**config.mk**
```make
export PLATFORM = sky130hd
export DESIGN_NAME = lc4_pipe_core
export DESIGN_NICKNAME = d
export VERILOG_FILES = /design/src/isa_pkg.sv /design/src/pipe_pkg.sv /design/src/lc4_decode_stage.sv /design/src/lc4_decoder.sv /design/src/lc4_execute_stage.sv /design/src/lc4_fetch.sv /design/src/lc4_mem_wb.sv /design/src/lc4_pipe_core.sv /design/src/lc4_regfile.sv
export SDC_FILE = /design/constraint.sdc
export NUM_CORES = 1
export LEC_CHECK = 0
export BUFFER_PORTS_ARGS = -buffer_cell sky130_fd_sc_hd__buf_2
export CAP_MARGIN = 25
export CORE_AREA = 2 2 262 264
export CTS_CLUSTER_DIAMETER = 120
export DETAILED_ROUTE_END_ITERATION = 10
export DIE_AREA = 0 0 264 266
export GPL_ROUTABILITY_DRIVEN = 0
export PLACE_DENSITY = 0.56
export SLEW_MARGIN = 20
export SYNTH_ARGS = -nofsm -noshare
export SYNTH_HDL_FRONTEND = slang
export SYNTH_SLANG_ARGS = --single-unit
```
**constraint.sdc**
```tcl
create_clock -name gwe -period 6.7 [get_ports gwe]
set_input_delay 1.005 -clock gwe [delete_from_list [all_inputs] [get_ports gwe]]
set_output_delay 1.005 -clock gwe [all_outputs]
set_load 0.03 [all_outputs]
```
**src/isa_pkg.sv**
```systemverilog
// ISA word types, opcode and ALU enums, instruction field positions and the NZP helper
package isa_pkg;

   typedef logic [15:0] word_t;      // Data, address and instruction word
   typedef logic [2:0]  reg_sel_t;
   typedef logic [2:0]  nzp_t;       // One-hot, N is bit 2

   typedef enum logic [3:0] {
      OP_BR    = 4'd0,
      OP_ARITH = 4'd1,
      OP_LOGIC = 4'd5,
      OP_LDR   = 4'd6,
      OP_STR   = 4'd7,
      OP_CONST = 4'd9
   } opcode_t;

   typedef enum logic [2:0] {ALU_ADD, ALU_SUB, ALU_AND, ALU_PASS_B, ALU_BR_TARGET} alu_op_t;

   // Immediate that replaces operand B
   typedef enum logic [1:0] {IMM_NONE, IMM_5, IMM_6, IMM_9} imm_sel_t;

   localparam int OPC_LSB   = 12;  // Opcode is [15:12]
   localparam int RD_LSB    = 9;   // Also the BR mask and the STR data register
   localparam int RS_LSB    = 6;
   localparam int RT_LSB    = 0;
   localparam int SUBOP_LSB = 3;
   localparam int IMM_FLAG  = 5;
   localparam int IMM5_W    = 5;
   localparam int IMM6_W    = 6;
   localparam int IMM9_W    = 9;

   localparam logic [2:0] SUBOP_ADD = 3'b000;
   localparam logic [2:0] SUBOP_SUB = 3'b010;
   localparam logic [2:0] SUBOP_AND = 3'b000;

   localparam word_t NOP_INSN = 16'h0000;  // BR with an empty mask, never taken

   // Condition code of a result
   function automatic nzp_t nzp_of(word_t value);
      if (value[15]) return 3'b100;
      else if (value == '0) return 3'b010;
      else return 3'b001;
   endfunction

endpackage

```
**src/pipe_pkg.sv**
```systemverilog
// Pipeline stall codes, decoded control struct, stage register structs and retire trace
package pipe_pkg;

   import isa_pkg::*;

   typedef enum logic [1:0] {
      ST_NONE     = 2'd0,
      ST_FLUSH    = 2'd2,  // Squashed, or reset
      ST_LOAD_USE = 2'd3
   } stall_t;

   typedef struct packed {
      alu_op_t  alu_op;
      imm_sel_t imm_sel;
      logic     rf_we;
      reg_sel_t wsel;
      reg_sel_t r1sel;
      reg_sel_t r2sel;
      logic     nzp_we;
      logic     is_load;
      logic     is_store;
      logic     is_branch;
   } ctrl_t;

   typedef struct packed {
      word_t  insn;
      word_t  pc;
      stall_t stall;
   } d_reg_t;

   typedef struct packed {
      word_t  insn;
      word_t  pc;
      stall_t stall;
      ctrl_t  ctrl;
      word_t  r1_data;
      word_t  r2_data;
      logic   take_branch;
   } x_reg_t;

   typedef struct packed {
      word_t  insn;
      word_t  pc;
      stall_t stall;
      ctrl_t  ctrl;
      word_t  alu;
      word_t  r2_data;     // Store data
      nzp_t   nzp;
   } m_reg_t;

   typedef struct packed {
      word_t  insn;
      word_t  pc;
      stall_t stall;
      ctrl_t  ctrl;
      word_t  alu;
      word_t  load_data;
      nzp_t   nzp;
   } w_reg_t;

   // Pending write of one stage, seen by hazard and bypass logic
   typedef struct packed {
      logic     rf_we;
      reg_sel_t wsel;
      word_t    data;
      logic     is_load;
      logic     nzp_we;
      nzp_t     nzp;
   } fwd_t;

   typedef struct packed {
      stall_t   stall;
      word_t    pc;
      word_t    insn;
      logic     rf_we;
      reg_sel_t wsel;
      word_t    wdata;
      logic     nzp_we;
      nzp_t     nzp;
   } trace_t;

endpackage
```
**src/lc4_decode_stage.sv**
```systemverilog
// Decode stage with register read, load-use hazard, branch resolution and the execute register
module lc4_decode_stage import isa_pkg::*, pipe_pkg::*; (
   input  logic   gwe,
   input  logic   i_rst_n,
   input  d_reg_t i_d_reg,
   input  fwd_t   i_x_fwd,
   input  fwd_t   i_m_fwd,
   input  fwd_t   i_w_fwd,
   input  nzp_t   i_nzp_reg,
   output x_reg_t o_x_reg,
   output logic   o_load_use,
   output logic   o_branch_taken
);

   ctrl_t  ctrl;
   word_t  rs_rf;
   word_t  rt_rf;
   word_t  rs_data;
   word_t  rt_data;
   logic   d_valid;
   logic   reads_r1;
   logic   reads_r2;
   logic   hit_r1;
   logic   hit_r2;
   nzp_t   cond;
   x_reg_t x_q;

   lc4_decoder u_decoder (
      .i_insn (i_d_reg.insn),
      .o_ctrl (ctrl)
   );

   lc4_regfile u_regfile (
      .gwe       (gwe),
      .i_rst_n   (i_rst_n),
      .i_rs      (ctrl.r1sel),
      .i_rt      (ctrl.r2sel),
      .i_rd      (i_w_fwd.wsel),
      .i_wdata   (i_w_fwd.data),
      .i_rd_we   (i_w_fwd.rf_we),
      .o_rs_data (rs_rf),
      .o_rt_data (rt_rf)
   );

   // Writeback to decode bypass
   assign rs_data = (i_w_fwd.rf_we && i_w_fwd.wsel == ctrl.r1sel) ? i_w_fwd.data : rs_rf;
   assign rt_data = (i_w_fwd.rf_we && i_w_fwd.wsel == ctrl.r2sel) ? i_w_fwd.data : rt_rf;

   assign d_valid  = (i_d_reg.stall == ST_NONE);
   assign reads_r1 = ctrl.alu_op inside {ALU_ADD, ALU_SUB, ALU_AND};
   assign reads_r2 = (reads_r1 && ctrl.imm_sel == IMM_NONE) || ctrl.is_store;
   assign hit_r1   = reads_r1 && (i_x_fwd.wsel == ctrl.r1sel);
   assign hit_r2   = reads_r2 && (i_x_fwd.wsel == ctrl.r2sel);

   // A load's value and its NZP are known only once memory answers
   assign o_load_use = d_valid && i_x_fwd.is_load && (hit_r1 || hit_r2 || ctrl.is_branch);

   // Youngest NZP writer wins
   always_comb begin
      if (i_x_fwd.nzp_we)      cond = i_x_fwd.nzp;
      else if (i_m_fwd.nzp_we) cond = i_m_fwd.nzp;
      else if (i_w_fwd.nzp_we) cond = i_w_fwd.nzp;
      else                     cond = i_nzp_reg;
   end

   assign o_branch_taken = d_valid && !o_load_use && ctrl.is_branch &&
                           |(i_d_reg.insn[RD_LSB +: 3] & cond);

   always_ff @(posedge gwe) begin
      if (!i_rst_n) begin
         x_q       <= '0;
         x_q.stall <= ST_FLUSH;
      end else if (!d_valid || o_load_use) begin
         x_q       <= '0;                 // Bubble, nothing written
         x_q.insn  <= NOP_INSN;
         x_q.pc    <= i_d_reg.pc;
         x_q.stall <= d_valid ? ST_LOAD_USE : i_d_reg.stall;
      end else begin
         x_q <= '{insn: i_d_reg.insn, pc: i_d_reg.pc, stall: ST_NONE, ctrl: ctrl,
                  r1_data: rs_data, r2_data: rt_data, take_branch: o_branch_taken};
      end
   end

   assign o_x_reg = x_q;

endmodule

```
**src/lc4_decoder.sv**
```systemverilog
// Instruction decoder for the LC4 subset, word to control struct
module lc4_decoder import isa_pkg::*, pipe_pkg::*; (
   input  word_t i_insn,
   output ctrl_t o_ctrl
);

   opcode_t    opcode;
   logic [2:0] subop;
   logic       imm_flag;

   assign opcode   = opcode_t'(i_insn[OPC_LSB +: 4]);
   assign subop    = i_insn[SUBOP_LSB +: 3];
   assign imm_flag = i_insn[IMM_FLAG];

   always_comb begin
      o_ctrl        = '0;
      o_ctrl.alu_op = ALU_PASS_B;            // Reads no registers
      o_ctrl.wsel   = i_insn[RD_LSB +: 3];
      o_ctrl.r1sel  = i_insn[RS_LSB +: 3];
      o_ctrl.r2sel  = i_insn[RT_LSB +: 3];
      case (opcode)
         OP_BR: begin
            o_ctrl.alu_op    = ALU_BR_TARGET;
            o_ctrl.imm_sel   = IMM_9;
            o_ctrl.is_branch = 1'b1;
         end
         OP_ARITH: begin
            if (imm_flag) begin
               o_ctrl.alu_op  = ALU_ADD;
               o_ctrl.imm_sel = IMM_5;
               o_ctrl.rf_we   = 1'b1;
               o_ctrl.nzp_we  = 1'b1;
            end else if (subop == SUBOP_ADD || subop == SUBOP_SUB) begin
               o_ctrl.alu_op = (subop == SUBOP_SUB) ? ALU_SUB : ALU_ADD;
               o_ctrl.rf_we  = 1'b1;
               o_ctrl.nzp_we = 1'b1;
            end
         end
         OP_LOGIC: begin
            if (!imm_flag && subop == SUBOP_AND) begin
               o_ctrl.alu_op = ALU_AND;
               o_ctrl.rf_we  = 1'b1;
               o_ctrl.nzp_we = 1'b1;
            end
         end
         OP_LDR: begin
            o_ctrl.alu_op  = ALU_ADD;                    // rs + imm6
            o_ctrl.imm_sel = IMM_6;
            o_ctrl.rf_we   = 1'b1;
            o_ctrl.nzp_we  = 1'b1;
            o_ctrl.is_load = 1'b1;
         end
         OP_STR: begin
            o_ctrl.alu_op   = ALU_ADD;
            o_ctrl.imm_sel  = IMM_6;
            o_ctrl.r2sel    = i_insn[RD_LSB +: 3];       // Data register sits in the rd field
            o_ctrl.is_store = 1'b1;
         end
         OP_CONST: begin
            o_ctrl.imm_sel = IMM_9;
            o_ctrl.rf_we   = 1'b1;
            o_ctrl.nzp_we  = 1'b1;
         end
         default: ;                                      // Retires as a no-op
      endcase
   end

endmodule

```
**src/lc4_execute_stage.sv**
```systemverilog
// Execute stage with operand bypass, ALU, NZP generation and the memory register
module lc4_execute_stage import isa_pkg::*, pipe_pkg::*; (
   input  logic   gwe,
   input  logic   i_rst_n,
   input  x_reg_t i_x_reg,
   input  fwd_t   i_m_fwd,
   input  fwd_t   i_w_fwd,
   output m_reg_t o_m_reg,
   output fwd_t   o_x_fwd,
   output logic   o_take_branch,
   output word_t  o_target
);

   word_t  r1;
   word_t  r2;
   word_t  imm;
   word_t  opb;
   word_t  result;
   nzp_t   nzp;
   m_reg_t m_q;

   // Memory result first, loads excluded, then writeback
   function automatic word_t bypass(reg_sel_t sel, word_t reg_data, fwd_t m, fwd_t w);
      if (m.rf_we && !m.is_load && m.wsel == sel) return m.data;
      else if (w.rf_we && w.wsel == sel) return w.data;
      else return reg_data;
   endfunction

   always_comb begin
      r1 = bypass(i_x_reg.ctrl.r1sel, i_x_reg.r1_data, i_m_fwd, i_w_fwd);
      r2 = bypass(i_x_reg.ctrl.r2sel, i_x_reg.r2_data, i_m_fwd, i_w_fwd);
      case (i_x_reg.ctrl.imm_sel)
         IMM_5:   imm = word_t'($signed(i_x_reg.insn[IMM5_W-1:0]));
         IMM_6:   imm = word_t'($signed(i_x_reg.insn[IMM6_W-1:0]));
         IMM_9:   imm = word_t'($signed(i_x_reg.insn[IMM9_W-1:0]));
         default: imm = '0;
      endcase
      opb = (i_x_reg.ctrl.imm_sel == IMM_NONE) ? r2 : imm;
      case (i_x_reg.ctrl.alu_op)
         ALU_ADD:       result = r1 + opb;    // Also load and store address
         ALU_SUB:       result = r1 - opb;
         ALU_AND:       result = r1 & opb;
         ALU_BR_TARGET: result = i_x_reg.pc + 16'd1 + imm;
         default:       result = imm;         // CONST
      endcase
   end

   assign nzp = nzp_of(result);

   always_ff @(posedge gwe) begin
      if (!i_rst_n) begin
         m_q       <= '0;
         m_q.stall <= ST_FLUSH;
      end else begin
         m_q <= '{insn: i_x_reg.insn, pc: i_x_reg.pc, stall: i_x_reg.stall,
                  ctrl: i_x_reg.ctrl, alu: result, r2_data: r2, nzp: nzp};
      end
   end

   assign o_x_fwd = '{rf_we: i_x_reg.ctrl.rf_we, wsel: i_x_reg.ctrl.wsel, data: result,
                      is_load: i_x_reg.ctrl.is_load, nzp_we: i_x_reg.ctrl.nzp_we, nzp: nzp};

   assign o_take_branch = i_x_reg.take_branch;
   assign o_target      = result;
   assign o_m_reg       = m_q;

endmodule

```
**src/lc4_fetch.sv**
```systemverilog
// Fetch stage with PC register, next-PC select and the decode pipeline register
module lc4_fetch import isa_pkg::*, pipe_pkg::*; #(
   parameter word_t RESET_PC = 16'h8200
) (
   input  logic   gwe,
   input  logic   i_rst_n,
   input  word_t  i_imem_data,
   input  logic   i_load_use,
   input  logic   i_branch_taken_d,
   input  logic   i_branch_taken_x,
   input  word_t  i_target,
   output word_t  o_imem_addr,
   output d_reg_t o_d_reg
);

   word_t  pc_q;
   word_t  next_pc;
   d_reg_t d_q;

   assign next_pc = i_load_use       ? pc_q     :  // Refetch the same word
                    i_branch_taken_x ? i_target :
                                       pc_q + 16'd1;

   always_ff @(posedge gwe) begin
      if (!i_rst_n) begin
         pc_q      <= RESET_PC;
         d_q       <= '0;
         d_q.stall <= ST_FLUSH;
      end else begin
         pc_q <= next_pc;
         if (!i_load_use) begin
            d_q.insn  <= i_imem_data;
            d_q.pc    <= pc_q;
            // Wrong-path words behind a taken branch
            d_q.stall <= (i_branch_taken_d || i_branch_taken_x) ? ST_FLUSH : ST_NONE;
         end
      end
   end

   assign o_imem_addr = pc_q;
   assign o_d_reg     = d_q;

endmodule

```
**src/lc4_mem_wb.sv**
```systemverilog
// Memory and writeback stages with data-memory drive, writeback select, NZP register and trace
module lc4_mem_wb import isa_pkg::*, pipe_pkg::*; (
   input  logic   gwe,
   input  logic   i_rst_n,
   input  m_reg_t i_m_reg,
   input  word_t  i_dmem_rdata,
   output word_t  o_dmem_addr,
   output logic   o_dmem_we,
   output word_t  o_dmem_wdata,
   output fwd_t   o_m_fwd,
   output fwd_t   o_w_fwd,
   output nzp_t   o_nzp_reg,
   output trace_t o_trace
);

   nzp_t   m_nzp;
   w_reg_t w_q;
   word_t  wdata;
   nzp_t   nzp_q;

   assign o_dmem_addr  = i_m_reg.alu;
   assign o_dmem_we    = i_m_reg.ctrl.is_store;
   assign o_dmem_wdata = i_m_reg.r2_data;

   // Loads take their NZP from the word memory returns
   assign m_nzp = i_m_reg.ctrl.is_load ? nzp_of(i_dmem_rdata) : i_m_reg.nzp;

   assign o_m_fwd = '{rf_we: i_m_reg.ctrl.rf_we, wsel: i_m_reg.ctrl.wsel, data: i_m_reg.alu,
                      is_load: i_m_reg.ctrl.is_load, nzp_we: i_m_reg.ctrl.nzp_we, nzp: m_nzp};

   always_ff @(posedge gwe) begin
      if (!i_rst_n) begin
         w_q       <= '0;
         w_q.stall <= ST_FLUSH;
         nzp_q     <= '0;
      end else begin
         w_q <= '{insn: i_m_reg.insn, pc: i_m_reg.pc, stall: i_m_reg.stall, ctrl: i_m_reg.ctrl,
                  alu: i_m_reg.alu, load_data: i_dmem_rdata, nzp: m_nzp};
         if (w_q.ctrl.nzp_we) nzp_q <= w_q.nzp;
      end
   end

   assign wdata = w_q.ctrl.is_load ? w_q.load_data : w_q.alu;

   assign o_w_fwd = '{rf_we: w_q.ctrl.rf_we, wsel: w_q.ctrl.wsel, data: wdata,
                      is_load: w_q.ctrl.is_load, nzp_we: w_q.ctrl.nzp_we, nzp: w_q.nzp};

   assign o_nzp_reg = nzp_q;

   // One record per cycle from the writeback register
   assign o_trace = '{stall: w_q.stall, pc: w_q.pc, insn: w_q.insn,
                      rf_we: w_q.ctrl.rf_we, wsel: w_q.ctrl.wsel, wdata: wdata,
                      nzp_we: w_q.ctrl.nzp_we, nzp: w_q.nzp};

endmodule

```
**src/lc4_pipe_core.sv**
```systemverilog
// Top level of the five-stage LC4 subset core, stage modules tied to the memory and trace ports
module lc4_pipe_core import isa_pkg::*, pipe_pkg::*; #(
   parameter word_t RESET_PC = 16'h8200
) (
   input  logic   gwe,
   input  logic   i_rst_n,
   input  word_t  i_imem_data,
   input  word_t  i_dmem_rdata,
   output word_t  o_imem_addr,
   output word_t  o_dmem_addr,
   output logic   o_dmem_we,
   output word_t  o_dmem_wdata,
   output trace_t o_trace
);

   d_reg_t d_reg;
   x_reg_t x_reg;
   m_reg_t m_reg;
   fwd_t   x_fwd;
   fwd_t   m_fwd;
   fwd_t   w_fwd;
   nzp_t   nzp_reg;
   logic   load_use;
   logic   branch_taken_d;
   logic   branch_taken_x;
   word_t  target;

   lc4_fetch #(
      .RESET_PC (RESET_PC)
   ) u_fetch (
      .gwe              (gwe),
      .i_rst_n          (i_rst_n),
      .i_imem_data      (i_imem_data),
      .i_load_use       (load_use),
      .i_branch_taken_d (branch_taken_d),
      .i_branch_taken_x (branch_taken_x),
      .i_target         (target),
      .o_imem_addr      (o_imem_addr),
      .o_d_reg          (d_reg)
   );

   lc4_decode_stage u_decode (
      .gwe            (gwe),
      .i_rst_n        (i_rst_n),
      .i_d_reg        (d_reg),
      .i_x_fwd        (x_fwd),
      .i_m_fwd        (m_fwd),
      .i_w_fwd        (w_fwd),
      .i_nzp_reg      (nzp_reg),
      .o_x_reg        (x_reg),
      .o_load_use     (load_use),
      .o_branch_taken (branch_taken_d)
   );

   lc4_execute_stage u_execute (
      .gwe           (gwe),
      .i_rst_n       (i_rst_n),
      .i_x_reg       (x_reg),
      .i_m_fwd       (m_fwd),
      .i_w_fwd       (w_fwd),
      .o_m_reg       (m_reg),
      .o_x_fwd       (x_fwd),
      .o_take_branch (branch_taken_x),
      .o_target      (target)
   );

   lc4_mem_wb u_mem_wb (
      .gwe          (gwe),
      .i_rst_n      (i_rst_n),
      .i_m_reg      (m_reg),
      .i_dmem_rdata (i_dmem_rdata),
      .o_dmem_addr  (o_dmem_addr),
      .o_dmem_we    (o_dmem_we),
      .o_dmem_wdata (o_dmem_wdata),
      .o_m_fwd      (m_fwd),
      .o_w_fwd      (w_fwd),
      .o_nzp_reg    (nzp_reg),
      .o_trace      (o_trace)
   );

endmodule

```
**src/lc4_regfile.sv**
```systemverilog
// Register file, eight 16-bit registers with two asynchronous reads and one write
module lc4_regfile import isa_pkg::*; (
   input  logic     gwe,
   input  logic     i_rst_n,
   input  reg_sel_t i_rs,
   input  reg_sel_t i_rt,
   input  reg_sel_t i_rd,
   input  word_t    i_wdata,
   input  logic     i_rd_we,
   output word_t    o_rs_data,
   output word_t    o_rt_data
);

   word_t regs [8];

   always_ff @(posedge gwe) begin
      if (!i_rst_n) begin
         for (int i = 0; i < 8; i++) begin
            regs[i] <= '0;
         end
      end else if (i_rd_we) begin
         regs[i_rd] <= i_wdata;
      end
   end

   // Same-cycle writes are bypassed by the decode stage
   assign o_rs_data = regs[i_rs];
   assign o_rt_data = regs[i_rt];

endmodule

```
==> results.toml, run 1 <==
[critical_path]
path_max_fanout = 11
critPathLaunchType = "flip-flop"
critical_path_arrival_ns = 6.04
type_of_the_worst_setup_path = "flip-flop to flip-flop"
critical_path.endpoint_type = "flip-flop"
critical_path_required_ns = 7.20

[timing]
highest_attainable_clock_frequency_ghz = 0.180
final.setup.tns_ns = 0
period_share_pct = 82.8
final_period_minus_worst_setup_slack_ns = 5.54
setup_viol_count_final = 0
finClkSkew_ns = 0.0232
maxSlewHeadroom_pct = 20.9
grt_setup_unrepaired = "false"
final_hold_viol_count = 0
worst-slew-pin-transition_ns = 1.17
slew_violations = 0

[clock_network]
cts-root-to-sink-buffers = 3
cts.sinks = 403
number_of_buffers_added_to_fix_hold_violations_after_cts = 0
cts.repair.resized = 0
post_cts.repair.setup_buffers = 0
htreeDepth = 2
cts_tree = "built"
worst_skew_pair.late_latency_ns = 0.59
cts_buffers = 45
clk_root_buffer_cell = "clkbuf_16"
clkTransAtPathRegs_ns = 0.06

[logic_synthesis]
synthCells = 2107
yosys_warning_count = 0
ys_dominant_reg_cell = "dfxtp_1"
synth.top_cells.by_area = "dfxtp_1 (27%), edfxtp_1 (19%), nor2_1 (5.9%)"
ys_ff_latch = 403
synth-seq-area-share_pct = 46.6
synth_fp_nets = 2176
yosys-top-cells-count = "nor2_1 (317), dfxtp_1 (275), nand2_1 (219)"
postSynth.asyncResetShare_pct = 0
syn_area_per_cell_um2 = 9.52
synth.largest_area_cell = "dfxtp_1"
netlist-cell-type-count = 92
synthMostInstantiatedCell = "nor2_1"
cell_area_after_synthesis_mm2 = 0.0201
edff_count_synth = 128
synth_top_area_share_pct = 27.4

[power_and_ir_drop]
pwr-share-seq_pct = 42.0
net-switching-power_mw = 2.03
internal-power_mw = 4.64
static_leakage_nw = 9.14
power_density_over_the_cells_mw_per_mm2 = 294
vdd.ir_drop.worst_mv = 0.190
clock_power_share_pct = 39.0
pwr-share-comb_pct = 19.0
switching_share_pct = 30.4

[route]
drt_drc_violations_left = 0
route.vias.total = 15600
drt_first_pass_iters = 5
wirelength_mm = 63.4
antenna_violating_nets_post_route = 0
drt_iter0_drc = 1480
vias_per_cell = 5.15
wl_per_cell_um = 20.9

[global_route]
grt_antenna_before_repair = 3
grt_pass1_vias = 15400
grt_pass1_wl_mm = 95.8
grt_max_degree = 90
global_router_s_overall_resource_usage_pct = 17.8
grt-ovfl-total = 0

[floorplanning]
floorplan.die.width_um = 264
design.die.area_mm2 = 0.0702
core-area_mm2 = 0.0677
placement_rows = 96
number_of_top_level_pins = 141
die_height_um = 266
initial_utilization_pct = 29.6

[finish]
area_growth_pct = 12.9
drive_gt1_share_pct = 16.9
filler_cell_count = 6937
max_ffs_per_register = 128
antenna_cells = 0
final_net_count = 2188
finish.instance_area_mm2 = 0.0226

[flow_run]
max_cap_viol_count = 0

[hold_path]
hold_path_class = "flip-flop to flip-flop"

[placed_design]
placed_cell_area_mm2 = 0.0210
place.port_buffers = 140
detailed_place_hpwl_mm = 44.3

[status]
outcome = "finished, final reports clean"
stage by stage:
| step | setup WS, ns | utilization, % | hold slack [ns] | power (mW) | instances |
|---|---|---|---|---|---|
| finish | 1.16 | 33.4 | 0.406 | 6.67 | 3037 |
| global route | 0.739 | 33.4 | 0.432 | 6.93 | 3037 |
| CTS | 1.16 | 33.3 | 0.404 | 6.71 | 3034 |
| detailed placement | 1.23 | 31.0 | 0.391 | 4.10 | 2951 |
| global placement | 1.35 | 31.0 | 0.399 | 4.09 | 2950 |
| floorplan | 1.87 | - | 0.386 | 3.72 | 2107 |
per-layer routing:
metal	vias up	wire length [µm]	track usage, %
met2	639	30700	30.5
li1	7288	-	-
met5	-	0	0
met4	0	2190	7.11
met1	7603	25900	22.1
met3	118	4680	3.25
power groups by stage:
stage	logic [mW]	registers [mW]	clock network (mW)
finish	1.27	2.80	2.60
global placement	1.24	2.85	0
CTS	1.26	2.80	2.66
detailed placement	1.25	2.85	0
global route	1.36	2.81	2.76
floorplan	0.952	2.76	0
path summary, 6_finish.rpt:
kind / start / to / slack, ns / depth (start not counted)
worst max-delay path: u_mem_wb.o_w_fwd[4] / u_fetch.o_d_reg[1] / 1.16 / 20
worst min-delay path: u_execute.o_m_reg[55] / u_mem_wb.o_trace[57] / 0.41 / 1
worst max register to register: u_mem_wb.o_w_fwd[4] / u_fetch.o_d_reg[1] / 1.16 / 20
worst min register to register: u_execute.o_m_reg[55] / u_mem_wb.o_trace[57] / 0.41 / 1
critical path, stage by stage (launching register included):
cell	delay (ns)
dfxtp_1	0.83
buf_4	0.39
mux2i_2	0.60
inv_2	0.13
mux2_2	0.33
mux2i_1	0.24
o21bai_1	0.13
nor3_1	0.29
nor2_1	0.10
xnor2_1	0.15
ha_1	0.37
a21oi_1	0.24
inv_1	0.06
a211oi_1	0.21
xnor2_1	0.11
a211oi_2	0.36
o2111ai_1	0.19
nor3_2	0.19
and3_1	0.19
o21bai_1	0.12
a211oi_2	0.20
logic make-up after synthesis:
family	after synthesis	share of synthesized area (%)
simple gates	866	20.3
flops	403	46.6
compound gates	350	12.1
xor+xnor	55	2.63
fa+ha+maj	35	2.26
mux	135	9.20
buf+inv	263	6.95
final cells by class:
cell class                 count  area (µm²)  area share, %
multi-input combinational   1441        9380           41.4
sequential                   403        9350           41.3
clock buffer                  58        1240           5.46
tap                          882        1100           4.87
timing repair buffer         186        1090           4.82
clock inverter                25         328           1.45
inverter                      42         158          0.696
cells in the final DEF, fill, tap and decap left out, drive strengths merged, types with 17 or more instances in the layout:
cell	Yosys	layout
nor2	318	318
dfxtp	275	275
nand2	219	219
buf	121	186
and2	148	148
edfxtp	128	128
mux2i	95	95
a21oi	77	77
o21ai	72	72
clkbuf	100	58
a211oi	52	52
nand3	48	48
inv	41	45
xnor2	38	38
and3	37	37
ha	33	33
mux4	32	32
a31oi	28	28
nor3	24	24
a311oi	17	17
(Power assumes the default switching activity.)
==> run 2: changes to the inputs <==
clock period = 5.3 ns   (was 6.7 ns; I/O delays follow)
==> run 2 against run 1 <==
  * Utilization is 0.39 points higher
  * Die area did not move
  * Sequential power is 26% higher
  * Worst hold slack worse by 0.0026 ns
  * Cell count rose by 1.2%
  * Clock power grew 20%
  * First-iteration DRC count shrank 6.7%
  * Design area grew 1.2%
  * Critical path type unchanged
==> results.toml, run 2 (synthesis results as in run 1) <==
[status]
outcome = "finished, final reports clean"

[route]
wirelength_mm = 63.4
drt_drc_violations_left = 0
drt_iter0_drc = 1381
vias_per_cell = 5.09
antenna_violating_nets_post_route = 0
wl_per_cell_um = 20.6
route.vias.total = 15600
drt_first_pass_iters = 7

[timing]
finClkSkew_ns = 0.0274
maxSlewHeadroom_pct = 30.5
highest_attainable_clock_frequency_ghz = 0.201
fin_ws_ns = 0.335
final_hold_viol_count = 0
period_share_pct = 93.7
worst-slew-pin-transition_ns = 1.04
final_period_minus_worst_setup_slack_ns = 4.96
grt_setup_unrepaired = "false"
slew_violations = 0
final.setup.tns_ns = 0
setup_viol_count_final = 0

[finish]
final_net_count = 2223
multiInputGateArea_mm2 = 0.00946
commonest_non_fill_non_tap_cell_in_the_layout = "nor2_1"
area_growth_pct = 14.2
drive_gt1_share_pct = 18.7
filler_cell_count = 6966
regArea_mm2 = 0.00936
layout.cells.most_common_list = "nor2_1 (317), dfxtp_1 (269), nand2_1 (219)"
layoutNonFillerInstCount = 3074
max_ffs_per_register = 128

[placed_design]
detailed_place_hpwl_mm = 44.8
dp_slack_ns = 0.176
placed_cells = 2981
place.port_buffers = 140

[critical_path]
critPathLaunchType = "flip-flop"
worst_r2r_path_depth = 23
crit_slowest_cell = "ha_1"
number_of_buffers_and_inverters_on_the_critical_path = 1
path_delay_family = "compound AO/OA/AOI/OAI gates"
path_max_fanout = 7
critical_path_arrival_ns = 5.48
maximum_cell_stage_delay_along_the_critical_path_ns = 0.37
path_common_cell = "a21oi_1"
critical_path.endpoint_type = "flip-flop"
cp.depth = 23
critical_path_required_ns = 5.81
cp_cell_sequence = "xnor2_4 > and4_4 > buf_4 > a211oi_1 > a21oi_1 > nand2_1 > nand2_1 > ha_1 > and3_1 > a21oi_1 > xor2_1 > ha_1 > a21oi_1 > o21ai_0 > or3_1 > o22ai_1 > o21ai_1 > a21o_1 > a21oi_1 > xnor2_2 > o211ai_2 > a21oi_1 > a211oi_2"
type_of_the_worst_setup_path = "flip-flop to flip-flop"

[global_route]
grt_pass1_wl_mm = 94.8
grt-ovfl-total = 0
grt_max_degree = 100
grt_pass1_vias = 15300
grt_antenna_before_repair = 1
global_router_s_overall_resource_usage_pct = 17.6

[floorplanning]
floorplan.die.width_um = 264
design.die.area_mm2 = 0.0702
core-area_mm2 = 0.0677
number_of_top_level_pins = 141
initial_utilization_pct = 29.6
die_height_um = 266
placement_rows = 96

[hold_path]
min_delay_path_depth = 1
hold_path_class = "flip-flop to flip-flop"

[clock_network]
clk_root_buffer_cell = "clkbuf_16"
htreeDepth = 2
number_of_buffers_added_to_fix_hold_violations_after_cts = 0
cts_tree = "built"
cts.sinks = 403
cts-root-to-sink-buffers = 3
worst_skew_pair.late_latency_ns = 0.59
clkTransAtPathRegs_ns = 0.06
cts_buffers = 46

[power_and_ir_drop]
power_density_over_the_cells_mw_per_mm2 = 365
vdd.ir_drop.worst_mv = 0.210
static_leakage_nw = 9.26

[flow_run]
max_cap_viol_count = 0
==> run 2: final cells by class <==
type / count / share of cell area (%)
multi-input cells: 1442 / 41.3
well taps: 882 / 4.82
clock inverters: 25 / 0.989
inverters: 42 / 0.688
clock buffers: 58 / 5.48
repair buffers: 219 / 5.85
diodes: 3 / 0.0328
flip-flops and latches: 403 / 40.8
==> run 2: final timing paths <==
check | slack, ns | startpoint | endpoint
max | 0.34 | u_decode.o_x_reg[38] | u_fetch.o_d_reg[1]
min | 0.40 | u_decode.o_x_reg[53] | u_execute.o_m_reg[55]
max reg2reg | 0.34 | u_decode.o_x_reg[38] | u_fetch.o_d_reg[1]
min reg2reg | 0.40 | u_decode.o_x_reg[53] | u_execute.o_m_reg[55]
==> run 2: through the flow <==
| stage | power [mW] | instance area (µm²) | utilization, % | hold WS, ns |
|---|---|---|---|---|
| global placement | 5.25 | 21300 | 31.4 | 0.402 |
| detailed placement | 5.26 | 21300 | 31.4 | 0.394 |
| finish | 8.36 | 22900 | 33.8 | 0.403 |
| global route | 8.70 | 22900 | 33.8 | 0.423 |
| floorplan | 4.70 | 20100 | - | 0.386 |
| CTS | 8.40 | 22800 | 33.6 | 0.406 |
==> run 2: routing by layer <==
metal / up-vias / wire length (µm) / track usage [%] / part of all wire (%)
met5: - / 0 / 0 / 0
met4: 0 / 2410 / 6.97 / 3.8
li1: 7361 / - / - / -
met1: 7586 / 26100 / 22.1 / 41
met2: 558 / 30700 / 30.3 / 48
met3: 132 / 4200 / 2.93 / 6.6
==> run 2: timing repair <==
| action | CTS | global route |
|---|---|---|
| buffers inserted | 0 | 5 |
| setup endpoints to repair | 0 | 6 |
| gates resized for setup | 0 | 14 |
==> run 2: power breakdown <==
group | total [mW] | internal (mW) | switching, mW
Clock | 3.13 | 1.79 | 1.34
Combinational | 1.69 | 0.621 | 1.07
Sequential | 3.54 | 3.34 | 0.198
Total | 8.36 | 5.76 | 2.61
==> run 3: changes to the inputs <==
CTS_BUF_LIST = sky130_fd_sc_hd__clkbuf_8   (was unset)
CTS_CLUSTER_SIZE = 10   (was unset)
==> run 3 against run 2 <==
  * First-iteration DRC count is 1.1% higher
  * Clock-buffer cell count is 12 lower
  * Combinational power hardly changed
  * Critical path type unchanged
  * Largest power group unchanged
  * Highest routed layer unchanged
==> results.toml, run 3 (synthesis results as in run 1) <==
[status]
outcome = "finished, final reports clean"

[clock_network]
clkTransAtPathRegs_ns = 0.07
cts_buffers = 46
cts.sinks = 403
cts_tree = "built"
cts-root-to-sink-buffers = 3
number_of_buffers_added_to_fix_hold_violations_after_cts = 0
worst_skew_pair.late_latency_ns = 0.64
clk_root_buffer_cell = "clkbuf_8"
htreeDepth = 2

[floorplanning]
placement_rows = 96
floorplan.die.width_um = 264
initial_utilization_pct = 29.6
number_of_top_level_pins = 141
die_height_um = 266
core-area_mm2 = 0.0677
design.die.area_mm2 = 0.0702

[power_and_ir_drop]
clock_power_share_pct = 26.8
static_leakage_nw = 8.97
internal-power_mw = 4.76
power_density_over_the_cells_mw_per_mm2 = 322
vdd.ir_drop.worst_mv = 0.140
pwr-share-seq_pct = 49.5
switching_share_pct = 33.5
net-switching-power_mw = 2.39
total_power_mw = 7.15
pwr-share-comb_pct = 23.7

[finish]
finish.instance_area_mm2 = 0.0222
commonest_non_fill_non_tap_cell_in_the_layout = "nor2_1"
multiInputGateArea_mm2 = 0.00946
area_growth_pct = 10.5
filler_cell_count = 7035
layout.cells.most_common_list = "nor2_1 (317), dfxtp_1 (269), nand2_1 (219)"
final_net_count = 2228
drive_gt1_share_pct = 17.9
regArea_mm2 = 0.00936
max_ffs_per_register = 128
layoutNonFillerInstCount = 3058
finish.utilization_pct = 32.7

[timing]
worst-slew-pin-transition_ns = 1.03
slew_violations = 0
final.setup.tns_ns = 0
final_hold_viol_count = 0
maxSlewHeadroom_pct = 30.8
setup_viol_count_final = 0
final_period_minus_worst_setup_slack_ns = 4.96
finClkSkew_ns = 0.0455
period_share_pct = 93.7
highest_attainable_clock_frequency_ghz = 0.201

[global_route]
grt_max_degree = 100
grt-ovfl-total = 0
met3_usage_pct = 2.84
grt.busiest_layer = "met2"
grt_pass1_wl_mm = 94.9
grt_antenna_before_repair = 2
global_route.usage.met2_pct = 30.3
global_router_s_overall_resource_usage_pct = 17.7
grtUsageMet1_pct = 22.1
grt_pass1_vias = 15400

[flow_run]
max_cap_viol_count = 0

[hold_path]
hold_path_class = "input port to flip-flop"

[placed_design]
placed_cells = 2981
detailed_place_hpwl_mm = 44.8
place.port_buffers = 140
placed_cell_area_mm2 = 0.0213

[critical_path]
critPathLaunchType = "flip-flop"
critical_path_arrival_ns = 5.52
ff2ff_setup_slack_ns = 0.34
path_max_fanout = 7
critical_path.endpoint_type = "flip-flop"
type_of_the_worst_setup_path = "flip-flop to flip-flop"
critical_path_required_ns = 5.86

[route]
drt_drc_violations_left = 0
route.vias.total = 15700
antenna_violating_nets_post_route = 0
drt_first_pass_iters = 5
wl_per_cell_um = 20.8
vias_per_cell = 5.12
wirelength_mm = 63.7
drt_iter0_drc = 1396
[run 3: cell types whose count changed in the layout (fill, tap and decap cells not counted), sizes merged]
cell      previous run  this run
buf                219       224
bufinv               2         0
clkbuf              58        46
clkinv              16         0
clkinvlp             3         0
diode                3         2
inv                 46        59
[run 3: cell type report]
class / count / area share, %
clock buffer: 46 / 2.86
multi-input combinational: 1442 / 42.7
tap: 882 / 4.98
antenna: 2 / 0.0226
timing repair buffer: 224 / 6.22
inverter: 42 / 0.711
clock inverter: 17 / 0.333
sequential: 403 / 42.2
[run 3: power groups by stage]
| stage | registers (mW) | logic [mW] | clock network (mW) |
|---|---|---|---|
| 6_report | 3.53 | 1.70 | 1.92 |
| 3_5_place_dp | 3.60 | 1.66 | 0 |
| 5_1_grt | 3.55 | 1.82 | 2.10 |
| 3_3_place_gp | 3.60 | 1.65 | 0 |
| 2_1_floorplan | 3.49 | 1.20 | 0 |
| 4_1_cts | 3.53 | 1.67 | 1.98 |
[run 3: final timing paths]
path,end,from,cells past startpoint
worst max-delay path,u_fetch.o_d_reg[1],u_decode.o_x_reg[37],23
worst min-delay path,u_fetch.o_d_reg[33],i_imem_data[15],2
worst max register to register,u_fetch.o_d_reg[1],u_decode.o_x_reg[37],23
worst min register to register,u_execute.o_m_reg[55],u_decode.o_x_reg[53],1
[run 3: worst max-delay path: stages, from the launching register on]
cell and delay (ns):
dfxtp_1 0.47, xnor2_4 0.17, and4_4 0.33, buf_4 0.14, a211oi_1 0.05, a21oi_1 0.18, nand2_1 0.07, nand2_1 0.10
ha_1 0.22, and3_1 0.27, a21oi_1 0.11, xor2_1 0.16, ha_1 0.37, a21oi_1 0.18, o21ai_0 0.11, or3_1 0.31
o22ai_1 0.24, o21ai_1 0.16, a21o_1 0.20, a21oi_1 0.29, xnor2_2 0.16, o211ai_2 0.25, a21oi_1 0.12, a211oi_2 0.23
[run 3: routing by layer]
metal	routed length [µm]	share of wire, %	vias up
li1	-	-	7340
met1	26300	41	7620
met2	30900	49	582
met3	4090	6.4	123
met4	2340	3.7	0
met5	0	0	-
[run 3: stage by stage]
step	setup slack, ns	hold WS [ns]
after floorplan	0.465	0.386
after global placement	0.331	0.402
after detailed placement	0.176	0.394
after CTS	0.154	0.357
after global routing	-0.0179	0.361
final	0.336	0.386
[run 3: repair_timing]
action / CTS / global route
endpoints found under the setup margin: 0 / 6
resized for setup: 0 / 14
buffers inserted: 0 / 10
